--- src/hw/board_cfg_pkg.sv ---
/*
 * Board timing constants shared by the RS-485 guard timer and the bench
 * Guard length is derived from the system clock and transceiver switch time
 */
package board_cfg_pkg;

  // System clock in Hz
  localparam int unsigned SYS_CLK_FREQ = 40_000_000;

  // 90 ns transceiver switch time plus 10 ns margin
  localparam int unsigned SWITCH_DELAY_NS = 90 + 10;

  localparam int unsigned CLK_PERIOD_NS = 1_000_000_000 / SYS_CLK_FREQ;  // 25 ns

  // Division rounds down, so one cycle added to cover the remainder
  localparam int unsigned TURN_CYCLES = (SWITCH_DELAY_NS / CLK_PERIOD_NS) + 1;

  // Counter must hold TURN_CYCLES itself
  localparam int unsigned TURN_CNT_W = $clog2(TURN_CYCLES + 1);

  typedef logic [TURN_CNT_W-1:0] turn_cnt_t;

  // Value loaded at guard entry
  // Entry cycle is already the first guard cycle, so zero marks the last one
  localparam turn_cnt_t TURN_LOAD = turn_cnt_t'(TURN_CYCLES - 1);

endpackage : board_cfg_pkg

--- src/hw/board_io_pkg.sv ---
/*
 * Pin and host-side types for the board I/O block
 * Switch, LED and RS-485 bundles plus the transceiver state encoding
 */
package board_io_pkg;

  // Raw switch and LED widths
  typedef logic [7:0] usr_sw_t;  // User DIP switches
  typedef logic [4:0] nav_sw_t;  // Joystick
  typedef logic [2:0] sel_sw_t;  // Software select switches
  typedef logic [7:0] led_t;     // User LEDs

  // Host view of the switches, 1 = on
  // Field order matches the GPIO input word, card detect on top
  typedef struct packed {
    logic    microsd_det;  // Card insertion detect, passed as is
    sel_sw_t sel_sw;
    nav_sw_t nav_sw;
    usr_sw_t usr_sw;
  } sw_state_t;

  // Transceiver control pins
  typedef struct packed {
    logic di;   // Driver data
    logic de;   // Driver enable, active high
    logic ren;  // Receiver enable, active low
  } rs485_pins_t;

  // Transceiver direction states
  // Guard states hold the line while the transceiver turns around
  typedef enum logic [2:0] {
    IDLE    = 3'd0,  // Receiver may be on
    TX_TURN = 3'd1,  // Driver on, data held high
    TX      = 3'd2,  // Driver on, data live
    TX_HOLD = 3'd3,  // Driver kept on after last bit
    RX_TURN = 3'd4   // Driver off, receiver still blocked
  } rs485_state_e;

  // Idle line level on the driver data pin
  localparam logic RS485_MARK = 1'b1;

endpackage : board_io_pkg

--- src/hw/board_gpio.sv ---
/*
 * Board switches and LEDs as seen by the host
 * Switches are sampled and inverted, LEDs are a host-written register
 */
`timescale 1ns/1ps

module board_gpio
  import board_io_pkg::*;
(
  input  logic      clk_sys_i,
  input  logic      reset_i,

  // Switch pins, active low (pulled up, switch grounds)
  input  usr_sw_t   usr_sw_i,
  input  nav_sw_t   nav_sw_i,
  input  sel_sw_t   sel_sw_i,
  input  logic      microsd_det_i,  // Not inverted

  // Host port
  input  logic      gp_wr_i,        // One-cycle write strobe
  input  led_t      gp_wdata_i,
  output sw_state_t gp_rdata_o,

  // LED pins
  output led_t      usr_led_o,
  output logic      led_bootok_o
);

  sw_state_t sw_d;     // Inverted pin view
  sw_state_t sw_q;
  led_t      led_q;
  logic      bootok_q;

  // Flip to 1 = on before sampling
  always_comb begin
    sw_d.microsd_det = microsd_det_i;
    sw_d.sel_sw      = ~sel_sw_i;
    sw_d.nav_sw      = ~nav_sw_i;
    sw_d.usr_sw      = ~usr_sw_i;
  end

  // Switch sample register, free running
  always_ff @(posedge clk_sys_i) begin
    sw_q <= sw_d;
  end

  // LED register, holds between writes
  always_ff @(posedge clk_sys_i) begin
    if (reset_i) begin
      led_q <= '0;
    end else if (gp_wr_i) begin
      led_q <= gp_wdata_i;
    end
  end

  // Boot-ok goes high on the first edge out of reset
  always_ff @(posedge clk_sys_i) begin
    if (reset_i) begin
      bootok_q <= 1'b0;
    end else begin
      bootok_q <= 1'b1;
    end
  end

  assign gp_rdata_o   = sw_q;
  assign usr_led_o    = led_q;
  assign led_bootok_o = bootok_q;

endmodule : board_gpio

--- src/hw/board_io_top.sv ---
/*
 * Board I/O top level
 * Connects the switch/LED block and the RS-485 direction control
 * between the host port and the board pins
 */
`timescale 1ns/1ps

module board_io_top
  import board_io_pkg::*;
(
  input  logic        clk_sys_i,
  input  logic        reset_i,

  // Host GPIO
  input  logic        gp_wr_i,
  input  led_t        gp_wdata_i,
  output sw_state_t   gp_rdata_o,

  // Host RS-485
  input  logic        rs485_tx_i,
  input  logic        rs485_tx_enable_i,
  input  logic        rs485_rx_enable_i,
  output logic        rs485_rx_o,

  // Switch pins, active low except card detect
  input  usr_sw_t     usr_sw_i,
  input  nav_sw_t     nav_sw_i,
  input  sel_sw_t     sel_sw_i,
  input  logic        microsd_det_i,

  // LED pins
  output led_t        usr_led_o,
  output logic        led_bootok_o,

  // Transceiver pins
  output rs485_pins_t rs485_pins_o,
  input  logic        rs485_ro_i
);

  logic timer_start;  // FSM to timer
  logic timer_done;   // Timer to FSM

  // Switches and LEDs
  board_gpio u_board_gpio (
    .clk_sys_i    (clk_sys_i),
    .reset_i      (reset_i),
    .usr_sw_i     (usr_sw_i),
    .nav_sw_i     (nav_sw_i),
    .sel_sw_i     (sel_sw_i),
    .microsd_det_i(microsd_det_i),
    .gp_wr_i      (gp_wr_i),
    .gp_wdata_i   (gp_wdata_i),
    .gp_rdata_o   (gp_rdata_o),
    .usr_led_o    (usr_led_o),
    .led_bootok_o (led_bootok_o)
  );

  // Transceiver direction control
  rs485_fsm u_rs485_fsm (
    .clk_sys_i    (clk_sys_i),
    .reset_i      (reset_i),
    .tx_i         (rs485_tx_i),
    .tx_enable_i  (rs485_tx_enable_i),
    .rx_enable_i  (rs485_rx_enable_i),
    .rx_o         (rs485_rx_o),
    .ro_i         (rs485_ro_i),
    .pins_o       (rs485_pins_o),
    .timer_done_i (timer_done),
    .timer_start_o(timer_start)
  );

  // One timer serves all three guard states
  rs485_timer u_rs485_timer (
    .clk_sys_i(clk_sys_i),
    .reset_i  (reset_i),
    .start_i  (timer_start),
    .done_o   (timer_done)
  );

endmodule : board_io_top

--- src/hw/rs485_fsm.sv ---
/*
 * RS-485 half-duplex direction control
 * Steps through guard periods around every turnaround and decodes
 * driver enable, receiver enable and the gated data bits from the state
 */
`timescale 1ns/1ps

module rs485_fsm
  import board_io_pkg::*;
(
  input  logic        clk_sys_i,
  input  logic        reset_i,

  // Host side
  input  logic        tx_i,         // Serial bit to send
  input  logic        tx_enable_i,  // Level, host wants the line
  input  logic        rx_enable_i,  // Level, host wants to listen
  output logic        rx_o,         // Received bit, idles high

  // Transceiver side
  input  logic        ro_i,         // Receiver output from the part
  output rs485_pins_t pins_o,

  // Guard timer link
  input  logic        timer_done_i,
  output logic        timer_start_o
);

  rs485_state_e state_q;
  rs485_state_e state_d;

  logic rx_active;  // Receiver path open

  // Guard states are the ones timed by the shared counter
  function automatic logic is_guard(input rs485_state_e st);
    logic res;
    res = (st == TX_TURN) || (st == TX_HOLD) || (st == RX_TURN);
    return res;
  endfunction

  // State register
  always_ff @(posedge clk_sys_i) begin
    if (reset_i) begin
      state_q <= IDLE;
    end else begin
      state_q <= state_d;
    end
  end

  // Next state
  // Enable changes in a guard state wait until the guard is over
  always_comb begin
    state_d = state_q;
    unique case (state_q)
      IDLE: begin
        if (tx_enable_i) state_d = TX_TURN;  // Turn driver on first
      end
      TX_TURN: begin
        if (timer_done_i) state_d = TX;
      end
      TX: begin
        if (!tx_enable_i) state_d = TX_HOLD;  // Keep driving a little longer
      end
      TX_HOLD: begin
        if (timer_done_i) state_d = RX_TURN;
      end
      RX_TURN: begin
        if (timer_done_i) state_d = IDLE;  // Transceiver settled
      end
      default: state_d = IDLE;
    endcase
  end

  // Start pulse in the cycle that commits a guard entry
  // Loads the timer on the same edge that the state changes
  assign timer_start_o = (state_d != state_q) && is_guard(state_d);

  // Receiver only in IDLE and only when asked for
  assign rx_active = (state_q == IDLE) && rx_enable_i;

  // Pin decode, purely from the registered state
  always_comb begin
    pins_o.de  = (state_q == TX_TURN) || (state_q == TX) || (state_q == TX_HOLD);
    pins_o.ren = ~rx_active;                                // Active low
    pins_o.di  = (state_q == TX) ? tx_i : RS485_MARK;       // Line idles at mark
  end

  // Host sees a quiet line unless the receiver is open
  assign rx_o = rx_active ? ro_i : 1'b1;

endmodule : rs485_fsm

--- src/hw/rs485_timer.sv ---
/*
 * Guard period timer for the RS-485 direction FSM
 * Loaded by a one-cycle start pulse, done stays high until the next start
 */
`timescale 1ns/1ps

module rs485_timer
  import board_cfg_pkg::*;
(
  input  logic clk_sys_i,
  input  logic reset_i,
  input  logic start_i,  // Pulse on entry to a guard state
  output logic done_o    // High on the last guard cycle and after
);

  turn_cnt_t cnt_q;  // Guard cycles left after the current one

  // Down counter
  // Start wins over the decrement, so back-to-back guards reload cleanly
  always_ff @(posedge clk_sys_i) begin
    if (reset_i) begin
      cnt_q <= '0;  // Expired out of reset
    end else if (start_i) begin
      cnt_q <= TURN_LOAD;
    end else if (cnt_q != '0) begin
      cnt_q <= cnt_q - turn_cnt_t'(1);  // Stops at zero
    end
  end

  // Zero means the guard is used up
  // FSM sees this in the final guard cycle and leaves at the next edge
  assign done_o = (cnt_q == '0);

endmodule : rs485_timer

--- config.mk ---
export PLATFORM = sky130hd
export DESIGN_NAME = board_io_top
export DESIGN_NICKNAME = d
export VERILOG_FILES = /design/src/hw/board_cfg_pkg.sv /design/src/hw/board_io_pkg.sv /design/src/hw/board_gpio.sv /design/src/hw/board_io_top.sv /design/src/hw/rs485_fsm.sv /design/src/hw/rs485_timer.sv
export SDC_FILE = /design/constraint.sdc
export NUM_CORES = 1
export LEC_CHECK = 0
export BUFFER_PORTS_ARGS = -buffer_cell sky130_fd_sc_hd__buf_2
export CAP_MARGIN = 20
export CORE_ASPECT_RATIO = 1.1
export CORE_UTILIZATION = 42
export DETAILED_ROUTE_END_ITERATION = 10
export GPL_ROUTABILITY_DRIVEN = 0
export PLACE_DENSITY_LB_ADDON = 0.25
export SYNTH_ARGS = -nofsm -noshare
export SYNTH_HDL_FRONTEND = slang
export SYNTH_HIERARCHICAL = 1
export SYNTH_SLANG_ARGS = --single-unit
--- constraint.sdc ---
create_clock -name clk_sys_i -period 2.06 [get_ports clk_sys_i]
set_input_delay 0.103 -clock clk_sys_i [delete_from_list [all_inputs] [get_ports clk_sys_i]]
set_output_delay 0.103 -clock clk_sys_i [all_outputs]
set_load 0.005 [all_outputs]
Word-level counts from Yosys, hierarchy flattened
Cells that the tools add are included.
{ "totals": {"memories": 0, "regBits": 32, "latchBits": 0, "ramBits": 0, "mem_bits_ro": 0} }
{ "op_classes": {"magnitude_cmp": 0, "n_shift": 0, "bitwise": 4, "n_addsub": 1, "div_mod_pow": 0, "n_eq_ne": 8, "muxes": 11, "n_reduce_logical": 11, "multipliers": 0} }
{ "ops": {"columns": ["operator", "n"], "rows": [
  ["$mux 3", 7],
  ["$pmux 3 s5", 1],
  ["$eq 3x2->1 const B", 3],
  ["$not 8->8", 1],
  ["$eq 3x1->1 const B", 2],
  ["$eq 3x3->1 const B", 2],
  ["$logic_not 3->1", 2],
  ["$not 5->5", 1],
  ["$logic_or 1x1->1", 4],
  ["$mux 1", 3],
  ["$ne 3x3->1", 1],
  ["$not 3->3", 1],
  ["$reduce_bool 3->1", 1],
  ["$sub 3x1->3 const B", 1],
  ["$logic_and 1x1->1", 2],
  ["$reduce_bool 2->1", 1],
  ["$reduce_or 2->1", 1],
  ["$not 1->1", 1]
]} }

Longest topological paths before layout
Gate-level depths: netlist of the first run.
{ "depth": {"ltp_word": 8, "ltp_mapped": 8, "mapped_depth_nobuf": 8} }

Modules after synthesis
The synthesis of the first run kept the hierarchy.
{ "by_module_without_submodules": {"columns": ["mod", "area_each_um2", "cells_each", "n_inst"], "rows": [
  ["board_gpio", 710.7, 61, 1],
  ["rs485_fsm", 191.4, 22, 1],
  ["rs485_timer", 166.4, 17, 1]
]} }

Worst setup path after synthesis of the first run
Ideal clock, no wire load.
{ "synth_path": {"kind": "register to register", "startpoint": "register u_rs485_timer.cnt_q[1]", "endpoint": "register u_rs485_timer.cnt_q[2]", "period_less_slack_ps": 1608, "path_stages_with_launch": 9, "n_path_buf": 0, "path_slack_ps": 452, "arrival_ps": 1539, "required_time_ps": 1990, "cell_sequence": "dfxtp_1 inv_1 ha_1 ha_1 nand2_1 o211a_1 nor3_1 inv_1 a21oi_1"} }
{ "synth_via": {"elab_chain_cells": 8, "word_cells_on_any_way": 17, "cone_classes": "add/sub (1); eq/ne (4); mux (6); reduce/logical (6)"} }
{ "synth_lines": {"columns": ["item", "line", "source"], "rows": [
  ["start, declared", "rs485_timer.sv:16", "turn_cnt_t cnt_q;"],
  ["start signal, assigned", "rs485_timer.sv:26", "cnt_q <= cnt_q - turn_cnt_t'(1);"],
  ["$logic_not 3->1 *", "rs485_timer.sv:32", "assign done_o = (cnt_q == '0);"],
  ["via timer_done", "board_io_top.sv:41", "logic timer_done;"],
  ["$mux 3, on equally long branches", "rs485_fsm.sv:68, rs485_fsm.sv:59, rs485_fsm.sv:65", null],
  ["$pmux 3 s5 *", "rs485_fsm.sv:54", "unique case (state_q)"],
  ["$eq 3x1->1 or $eq 3x2->1 (tied branches)", "rs485_fsm.sv:37", "res = (st == TX_TURN) || (st == TX_HOLD) || (st == RX_TURN);"],
  ["$logic_or 1x1->1 (2 in series)", "rs485_fsm.sv:37", null],
  ["$logic_and 1x1->1 *", "rs485_fsm.sv:76", "assign timer_start_o = (state_d != state_q) && is_guard(state_d);"],
  ["via timer_start", "board_io_top.sv:40", "logic timer_start;"],
  ["$mux 3 or $reduce_bool 2->1 (tied branches)", null, null]
]} }
Mark *: on every way through the listed nets, which the timed path passes. The rest lies on a longest branch. The select of a mux whose other input is x is not followed.
A chain may end at the register's enable or synchronous reset.

Worst setup path in the final report of the first run
Ends and elaborated chain as after synthesis.

==> metrics.md, run 1 <==
| Metric | Value |
|---|---|
| Synth Register Bits | `32` |
| Top cells by area, synth | `dfxtp_1 (60%), mux2i_1 (8.4%), inv_1 (8.1%)` |
| Largest net degree at the start of global routing | `16` |
| Crit path kind | `reg2reg` |
| Share of cells above drive strength 1 | `slightly below 40%` |
| Yosys warns | `6` |
| Chip height | `roughly 55 um` |
| Max Fanout on Critical Path | `8` |
| FFs w/ async S/R, synth | `0%` |
| Max Fclk | `around 570 MHz` |
| Congestion Overflow GR | `0` |
| Post-synth net total | `~140` |
| Worst slew pin tran | `0.390 ns` |
| H-tree depth | `2` |
| # rows | `18` |
| Initial antenna violation count | `0` |
| Cell Count Post-Placement | `roughly 190` |
| Die W | `about 50 um` |
| Synth-to-layout area growth | `53.2%` |
| Crit start category | `flip-flop` |
| CTS Buffer Depth | `2` |
| Sequential fraction of design power | `47.7%` |
| Setup TNS | `0 ns` |
| Clock period minus final worst setup slack | `between 1.5 and 2 ns` |
| Post-route ant nets | `0` |
| CP top delay family | `adder cells` |
| Top Ports | `62` |
| IO buf count | `between 60 and 70` |
| VDD IR max | `just over 0.0008 V` |
| Multi-input logic area | `between 300 and 400 sq um` |
| Number of synthesized flops with an enable pin | `0` |
| Final #Nets | `approximately 220` |
| Critical Path RT | `2.33 ns` |
| Worst path slowest cell | `nor3_1` |
| RSZ-0062 raised after global routing | `false` |
| Drt wl/cell | `~11 um` |
| Final hold viol count | `0` |
| LEAKAGE | `just under 0.9 nW` |
| Mapped Area | `around 1100 sq um` |
| Slowest stage delay, CP | `around 0.35 ns` |
| Register clock-pin slew on the reported worst setup and hold paths | `roughly 0.1 ns` |
| Fill count | `between 150 and 200` |
| First-pass GRT wire length | `between 3000 and 4000 um` |
| First DRT Iteration DRCs | `10` |
| TritonCTS clock tree | `yes` |
| Avg Synthesized Cell Area | `10.7 sq um` |
| Detailed placer's ending HPWL | `1470 um` |
| PD cells | `slightly below 1000 nW/um^2` |
| Int Power | `around 1.1 mW` |
| Number of global-route vias before repair | `863` |
| Root buffer cell | `clkbuf_4` |
| Most common cell on crit path | `inv_1` |
| Skew final | `0.00856 ns` |
| TritonCTS buffer count | `5` |
| Core area | `between 2000 and 2500 sq um` |
| Crit path capture type | `flip-flop` |
| DR DRC count | `0` |
| Commonest cells post-synth | `dfxtp_1 (32), inv_1 (23), nor2_1 (10)` |
| Finished Layout Cells | `approximately 210` |
| Period Utilization, post-route | `about 85%` |
| Cells after Synth | `100` |
| DR vias | `around 940` |
| Crit path buf inv count | `2` |
| Post-DR vias/cell | `around 4.4` |
| Clock tree sinks | `32` |
| Net load switching power | `0.504 mW` |
| Die Area | `2750 sq um` |
| Synth unique cells | `20` |
| Clock Power Share | `about a quarter` |
| Top-count cell post-synth | `dfxtp_1` |
| Fin. max-slew vios | `0` |
| Worst relative slew slack | `between 70 and 80%` |
| Register area | `~640 sq um` |
| Combinational power share | `28.9%` |
| Status | `finished, final reports clean` |
| Worst skew pair latency | `roughly 0.33 ns` |
| CP cell instances | `inv_1 -> ha_1 -> ha_2 -> nand2_1 -> o211a_1 -> nor3_1 -> inv_1 -> a21oi_1` |
| First-pass DRT Iterations | `4` |
| Worst Hold Class | `in2reg` |
| GRT Total Usage | `19.2%` |
| Setup bufs post-CTS | `0` |
| CP Data Arrival Time | `2.01 ns` |
| Synth area leader | `dfxtp_1` |
| Seq/Total Area, Yosys | `about 60%` |
| Starting density of the core | `a little under half` |
| Post-synth top area share | `60.0%` |
| Sw Ratio | `31.4%` |
| # diodes | `0` |
| Main synth FF type | `dfxtp_1` |
| WL final | `roughly 2400 um` |
| Endpoints failing setup | `0` |
| Max-Cap Viols | `0` |
layout by cell type, fill, tap and decap left out, drive strengths merged:
cell type / Yosys / layout
a2111oi: 2 / 2
a21oi: 3 / 3
buf: 3 / 61
clkbuf: 0 / 6
clkinvlp: 0 / 2
dfxtp: 32 / 32
dlygate4sd3: 0 / 18
ha: 3 / 3
inv: 23 / 23
mux2i: 9 / 9
nand2: 1 / 1
nand3b: 2 / 2
nand4b: 1 / 1
nor2: 11 / 11
nor2b: 1 / 1
nor3: 3 / 3
o211a: 1 / 1
or2: 1 / 1
or4b: 1 / 1
xor2: 3 / 3
worst register-to-register path, delay by kind of cell, from the launching register on:
kind	cells	cell delay, ns
fa+ha+maj	2	0.48
simple gates	2	0.46
compound gates	2	0.27
buf+inv	2	0.17
flops	1	0.32
layout make-up:
cell class / instances / area share, %
Timing Repair Buffer: 79 / 29.7
Inverter: 23 / 5.28
Sequential cell: 32 / 39.1
Multi-Input combinational cell: 42 / 19.6
Clock inverter: 2 / 0.917
Clock buffer: 6 / 3.13
Tap cell: 30 / 2.29
state kept, by name, summed over array words and instances, names as in the netlist:
| name | count |
|---|---|
| u_board_gpio/gp_rdata_o | 17 |
| u_board_gpio/led_bootok_o | 1 |
| u_board_gpio/usr_led_o | 8 |
| u_rs485_fsm/state_q | 3 |
| u_rs485_timer/cnt_q | 3 |
final timing paths:
path	to	start	slack (ns)	depth (start not counted)
min	u_board_gpio/usr_led_o[4]$_SDFFE_PP0P_	gp_wdata_i[4]	0.01	3
max reg2reg	u_rs485_timer/cnt_q[2]$_SDFFE_PP0P_	u_rs485_timer/cnt_q[1]$_SDFFE_PP0P_	0.31	8
max	u_rs485_timer/cnt_q[2]$_SDFFE_PP0P_	u_rs485_timer/cnt_q[1]$_SDFFE_PP0P_	0.31	8
min reg2reg	u_board_gpio/usr_led_o[4]$_SDFFE_PP0P_	u_board_gpio/usr_led_o[4]$_SDFFE_PP0P_	0.51	2
kinds of logic (layout without fill, tap and decap cells):
kind of cell             Yosys count  in the layout  synth area share (%)
AO/OA/AOI/OAI                      6              6                  5.15
XOR/XNOR                           3              3                  2.46
adder cells (fa/ha/maj)            3              3                  3.51
buffers and inverters             26            110                  10.3
flip-flops                        32             32                  60.0
multiplexers                       9              9                  8.43
AND/OR/NAND/NOR                   21             21                  10.2
metal layers:
metal / wire length [um] / vias up / track usage (%)
met2: 1250 / 41 / 34.0
met5: 0 / - / 0
li1: - / 477 / -
met3: 190 / 5 / 7.38
met4: 44 / 0 / 12.9
met1: 946 / 414 / 19.1
through the flow:
step	utilization, %	area, sq um	hold WS (ns)	power [mW]	setup slack, ns
after floorplan	-	1070	0.131	1.08	0.452
after global placement	59.8	1390	0.209	1.19	0.337
after detailed placement	59.8	1390	0.210	1.21	0.195
after CTS	70.0	1620	0.00286	1.61	0.185
after global routing	70.6	1640	0.00358	1.73	0.0837
final	70.6	1640	0.0129	1.61	0.315
power by group through the flow:
stage / sequential, mW / combinational (mW) / clock, mW
5_1_grt: 0.778 / 0.528 / 0.425
3_3_place_gp: 0.773 / 0.412 / 0
6_report: 0.766 / 0.464 / 0.376
2_1_floorplan: 0.755 / 0.328 / 0
3_5_place_dp: 0.780 / 0.429 / 0
4_1_cts: 0.766 / 0.455 / 0.393
timing repair:
item / CTS / global route
hold endpoints to repair: 17 / 1
setup endpoints to repair: 0 / 1
hold buffers: 17 / 1
gates resized for setup: 0 / 1
(Power assumes the default switching activity.)
==> run 2: changes to the inputs <==
Clock period 2.06 ns to 1.7 ns, I/O delays scaled along.
==> metrics.md, run 2 (synthesis gave the netlist of run 1 again) <==
| Metric | Value |
|---|---|
| Status | `finished, final reports clean` |
| Worst skew pair latency | `about 0.32 ns` |
| CTS Buffer Depth | `2` |
| Dpl ws | `0.153 ns` |
| TritonCTS buffer count | `5` |
| Synth-to-layout area growth | `60.2%` |
| Worst path slowest cell | `dfxtp_1` |
| Chip height | `54.9 um` |
| VDD IR max | `between 0.0008 and 0.0009 V` |
| Die W | `50.1 um` |
| Top Ports | `62` |
| Detailed placer's ending HPWL | `~1400 um` |
| Critical Path RT | `roughly 1.9 ns` |
| Fin. max-slew vios | `0` |
| Clock period minus final worst setup slack | `between 1.5 and 2 ns` |
| Multi-input logic area | `about 320 sq um` |
| Clock tree sinks | `32` |
| Worst relative slew slack | `about 80%` |
| TritonCTS clock tree | `yes` |
| RSZ-0062 raised after global routing | `false` |
| Final #Nets | `about 230` |
| Cell Count Post-Placement | `189` |
| Min setup slack post-route | `between 0.15 and 0.2 ns` |
| Most common cell on crit path | `ha_1` |
| Slowest stage delay, CP | `0.35 ns` |
| # diodes | `0` |
| Post-route ant nets | `0` |
| First DRT Iteration DRCs | `15` |
| PD cells | `1150 nW/um^2` |
| Crit path capture type | `flip-flop` |
| DR DRC count | `0` |
| Core area | `around 2300 sq um` |
| Worst setup startpoint | `u_rs485_timer/cnt_q[0]$_SDFFE_PP0P_` |
| Fill count | `150` |
| Commonest non-fill, non-tap cell in the layout | `buf_2` |
| Setup TNS | `0 ns` |
| Congestion Overflow GR | `0` |
| Post-DR vias/cell | `between 4 and 5` |
| CP top delay family | `compound AO/OA/AOI/OAI gates` |
| Die Area | `2750 sq um` |
| CP cell instances | `inv_1 -> ha_1 -> ha_1 -> nand2_1 -> o211a_1 -> nor3_2 -> a2111oi_2` |
| First-pass GRT wire length | `about 3600 um` |
| Worst r2r src | `u_rs485_timer/cnt_q[0]$_SDFFE_PP0P_` |
| DR vias | `roughly 970` |
| Drt wl/cell | `between 10 and 15 um` |
| IO buf count | `around 60` |
| GRT Total Usage | `18.4%` |
| Endpoints failing setup | `0` |
| Skew final | `0.000261 ns` |
| Max FFs per register | `17` |
| Starting density of the core | `about 46%` |
| Max Fclk | `approximately 650 MHz` |
| Largest net degree at the start of global routing | `16` |
| WL final | `approximately 2300 um` |
| LEAKAGE | `0.925 nW` |
| Max Fanout on Critical Path | `3` |
| Worst slew pin tran | `0.294 ns` |
| Number of global-route vias before repair | `890` |
| Root buffer cell | `clkbuf_4` |
| Crit path kind | `reg2reg` |
| Worst Hold Class | `in2reg` |
| Final hold viol count | `0` |
| H-tree depth | `2` |
| CP Data Arrival Time | `between 1.5 and 2 ns` |
| Most frequent cells in the layout | `buf_2 (61), dfxtp_1 (32), dlygate4sd3_1 (25)` |
| Worst hold start | `reset_i` |
| First-pass DRT Iterations | `4` |
| Share of cells above drive strength 1 | `38.5%` |
| Crit path buf inv count | `1` |
| Register area | `between 600 and 700 sq um` |
| Initial antenna violation count | `0` |
| Period Utilization, post-route | `between 90% and 100%` |
| Max-Cap Viols | `0` |
| Finished Layout Cells | `~220` |
| Crit start category | `flip-flop` |
| Register clock-pin slew on the reported worst setup and hold paths | `approximately 0.090 ns` |
| # rows | `18` |
| Setup bufs post-CTS | `0` |
## run 2: cell count changes in the layout (fill, tap and decap cells not counted), sizes merged
| cell | before | now |
|---|---|---|
| buf | 61 | 62 |
| clkinv | 0 | 2 |
| clkinvlp | 2 | 0 |
| dlygate4sd3 | 18 | 25 |
## run 2: through the flow
stage	total power, mW	area (sq um)	util [%]	hold WS (ns)
6_report	1.96	1710	73.8	0.0659
4_1_cts	1.98	1710	73.6	0.0471
3_5_place_dp	1.49	1400	60.1	0.200
2_1_floorplan	1.31	1070	-	0.113
3_3_place_gp	1.46	1400	60.1	0.190
5_1_grt	2.11	1710	73.8	0.0620
## run 2: cell type report
cell class                 count  area share [%]
clock buffer                   6            3.00
clock inverter                 2           0.585
timing repair buffer          87            32.9
tap                           30            2.19
sequential                    32            37.4
inverter                      23            5.04
multi-input combinational     42            18.9
## run 2: power by group
group | switching (mW) | internal [mW]
sequential | 0.0792 | 0.843
clock | 0.242 | 0.197
combinational | 0.284 | 0.317
## run 2: worst paths after layout
path                                                       endpoint  slack (ns)  depth (start not counted)
worst max-delay path            u_rs485_timer/cnt_q[1]$_SDFFE_PP0P_        0.15                          7
worst min-delay path              u_board_gpio/led_bootok_o$_DFF_P_        0.07                          2
worst max register to register  u_rs485_timer/cnt_q[1]$_SDFFE_PP0P_        0.15                          7
worst min register to register  u_rs485_timer/cnt_q[1]$_SDFFE_PP0P_        0.50                          2
## run 2: what timing repair did
| item | CTS | global route |
|---|---|---|
| resized for setup | 0 | 1 |
| setup endpoints to repair | 0 | 1 |
| hold endpoints to repair | 25 | 0 |
| hold buffers | 25 | 0 |
## run 2: metal layers
metal / up-vias / wire length, um / track usage (%)
li1: 489 / - / -
met1: 432 / 910 / 16.4
met2: 40 / 1180 / 34.2
met3: 5 / 200 / 8.47
met4: 0 / 39 / 11.4
met5: - / 0 / 0
==> run 3: changes to the inputs <==
Settings changed: CORE_UTILIZATION 42 to 45.
Clock period 1.7 ns to 1.8 ns, I/O delays scaled along.
==> metrics.md, run 3 (synthesis gave the netlist of run 1 again) <==
| Metric | Value |
|---|---|
| Status | `finished, final reports clean` |
| IO buf count | `roughly 60` |
| Die W | `~48 um` |
| Endpoints failing setup | `0` |
| Post-route ant nets | `0` |
| Commonest non-fill, non-tap cell in the layout | `buf_2` |
| Max Fclk | `approximately 630 MHz` |
| Register area | `641 sq um` |
| Layout Utilization | `between 70 and 80%` |
| First-pass GRT wire length | `roughly 3400 um` |
| PD cells | `between 1000 and 1500 nW/um^2` |
| Min Hold Slack | `0.0143 ns` |
| DR DRC count | `0` |
| Root buffer cell | `clkbuf_4` |
| Worst slew pin tran | `roughly 0.38 ns` |
| Crit path capture type | `flip-flop` |
| Chip height | `about 53 um` |
| # rows | `18` |
| Final hold viol count | `0` |
| Largest net degree at the start of global routing | `16` |
| Top Ports | `between 60 and 70` |
| Share of cells above drive strength 1 | `about two fifths` |
| Clock tree sinks | `32` |
| Crit start category | `flip-flop` |
| Worst relative slew slack | `74.7%` |
| Initial antenna violation count | `0` |
| Dpl ws | `0.254 ns` |
| Critical Path RT | `approximately 2.0 ns` |
| Most frequent cells in the layout | `buf_2 (61), dfxtp_1 (32), inv_1 (23)` |
| # diodes | `0` |
| Skew final | `approximately 0.011 ns` |
| GRT Total Usage | `around 18%` |
| CP Data Arrival Time | `1.83 ns` |
| First-pass DRT Iterations | `4` |
| Register clock-pin slew on the reported worst setup and hold paths | `around 0.10 ns` |
| Max FFs per register | `17` |
| Drt wl/cell | `roughly 11 um` |
| Finished Layout Cells | `roughly 210` |
| Cell Count Post-Placement | `~190` |
| Max-Cap Viols | `0` |
| VDD IR max | `about 0.0009 V` |
| Min setup slack post-route | `roughly 0.22 ns` |
| Final #Nets | `~220` |
| Fill count | `roughly 170` |
| TritonCTS buffer count | `5` |
| H-tree depth | `2` |
| Detailed placer's ending HPWL | `between 1000 and 1500 um` |
| Setup TNS | `0 ns` |
| Worst Hold Class | `in2reg` |
| Cell Area, Placed | `roughly 1400 sq um` |
| Max Fanout on Critical Path | `3` |
| Tot Pwr | `around 1.8 mW` |
| Number of global-route vias before repair | `841` |
| DR vias | `~950` |
| Multi-input logic area | `about 320 sq um` |
| Crit path kind | `reg2reg` |
| WL final | `~2300 um` |
| First DRT Iteration DRCs | `10` |
| Core area | `between 2000 and 2500 sq um` |
| Congestion Overflow GR | `0` |
| Starting density of the core | `47.4%` |
| Die Area | `roughly 2600 sq um` |
| Worst skew pair latency | `around 0.31 ns` |
| TritonCTS clock tree | `yes` |
| Fin. max-slew vios | `0` |
| CTS Buffer Depth | `2` |
| Post-DR vias/cell | `~4.5` |
| Synth-to-layout area growth | `51.8%` |
| Period Utilization, post-route | `roughly nine tenths` |
| Clock period minus final worst setup slack | `approximately 1.6 ns` |
| Design Area, Final | `approximately 1600 sq um` |
| LEAKAGE | `0.885 nW` |
| RSZ-0062 raised after global routing | `false` |
-- run 3: final cells by class --
cell class | count | share of cell area, %
well taps | 30 | 2.31
clock inverters | 3 | 1.16
repair buffers | 79 | 29.8
clock buffers | 5 | 2.31
inverters | 23 | 5.32
multi-input cells | 42 | 19.6
flip-flops and latches | 32 | 39.5
-- run 3: path summary, 6_finish.rpt --
path	end	depth (start not counted)	slack [ns]	startpoint
min	u_board_gpio/usr_led_o[7]$_SDFFE_PP0P_	3	0.01	gp_wdata_i[7]
max	u_rs485_timer/cnt_q[2]$_SDFFE_PP0P_	8	0.22	u_rs485_timer/cnt_q[1]$_SDFFE_PP0P_
max reg2reg	u_rs485_timer/cnt_q[2]$_SDFFE_PP0P_	8	0.22	u_rs485_timer/cnt_q[1]$_SDFFE_PP0P_
min reg2reg	u_rs485_timer/cnt_q[1]$_SDFFE_PP0P_	2	0.49	u_rs485_timer/cnt_q[1]$_SDFFE_PP0P_
-- run 3: power breakdown --
part	internal (mW)	leakage [nW]	switching [mW]
logic	0.285	0.583	0.261
registers	0.796	0.267	0.0779
clock network	0.150	0.0349	0.235
-- run 3: what timing repair did --
item                                   4_1_cts  5_1_grt
endpoints found under the hold margin       17        0
hold buffers                                17        0
buffers inserted                             0        0
resized for setup                            0        0
-- run 3: routing by layer --
layer | global-route usage (%) | vias to the layer above | part of all wire (%)
li1 | - | 476 | -
met2 | 35.2 | 43 | 55
met5 | 0 | - | 0
met3 | 8.05 | 2 | 6.7
met1 | 16.5 | 433 | 37
met4 | 7.35 | 0 | 0.44
-- run 3: worst max-delay path, stage by stage, from the launching register on --
cell	delay (ns)
dfxtp_1	0.31
inv_1	0.08
ha_1	0.17
ha_1	0.18
nand2_1	0.09
o211a_1	0.15
nor3_1	0.34
inv_1	0.08
a21oi_1	0.12
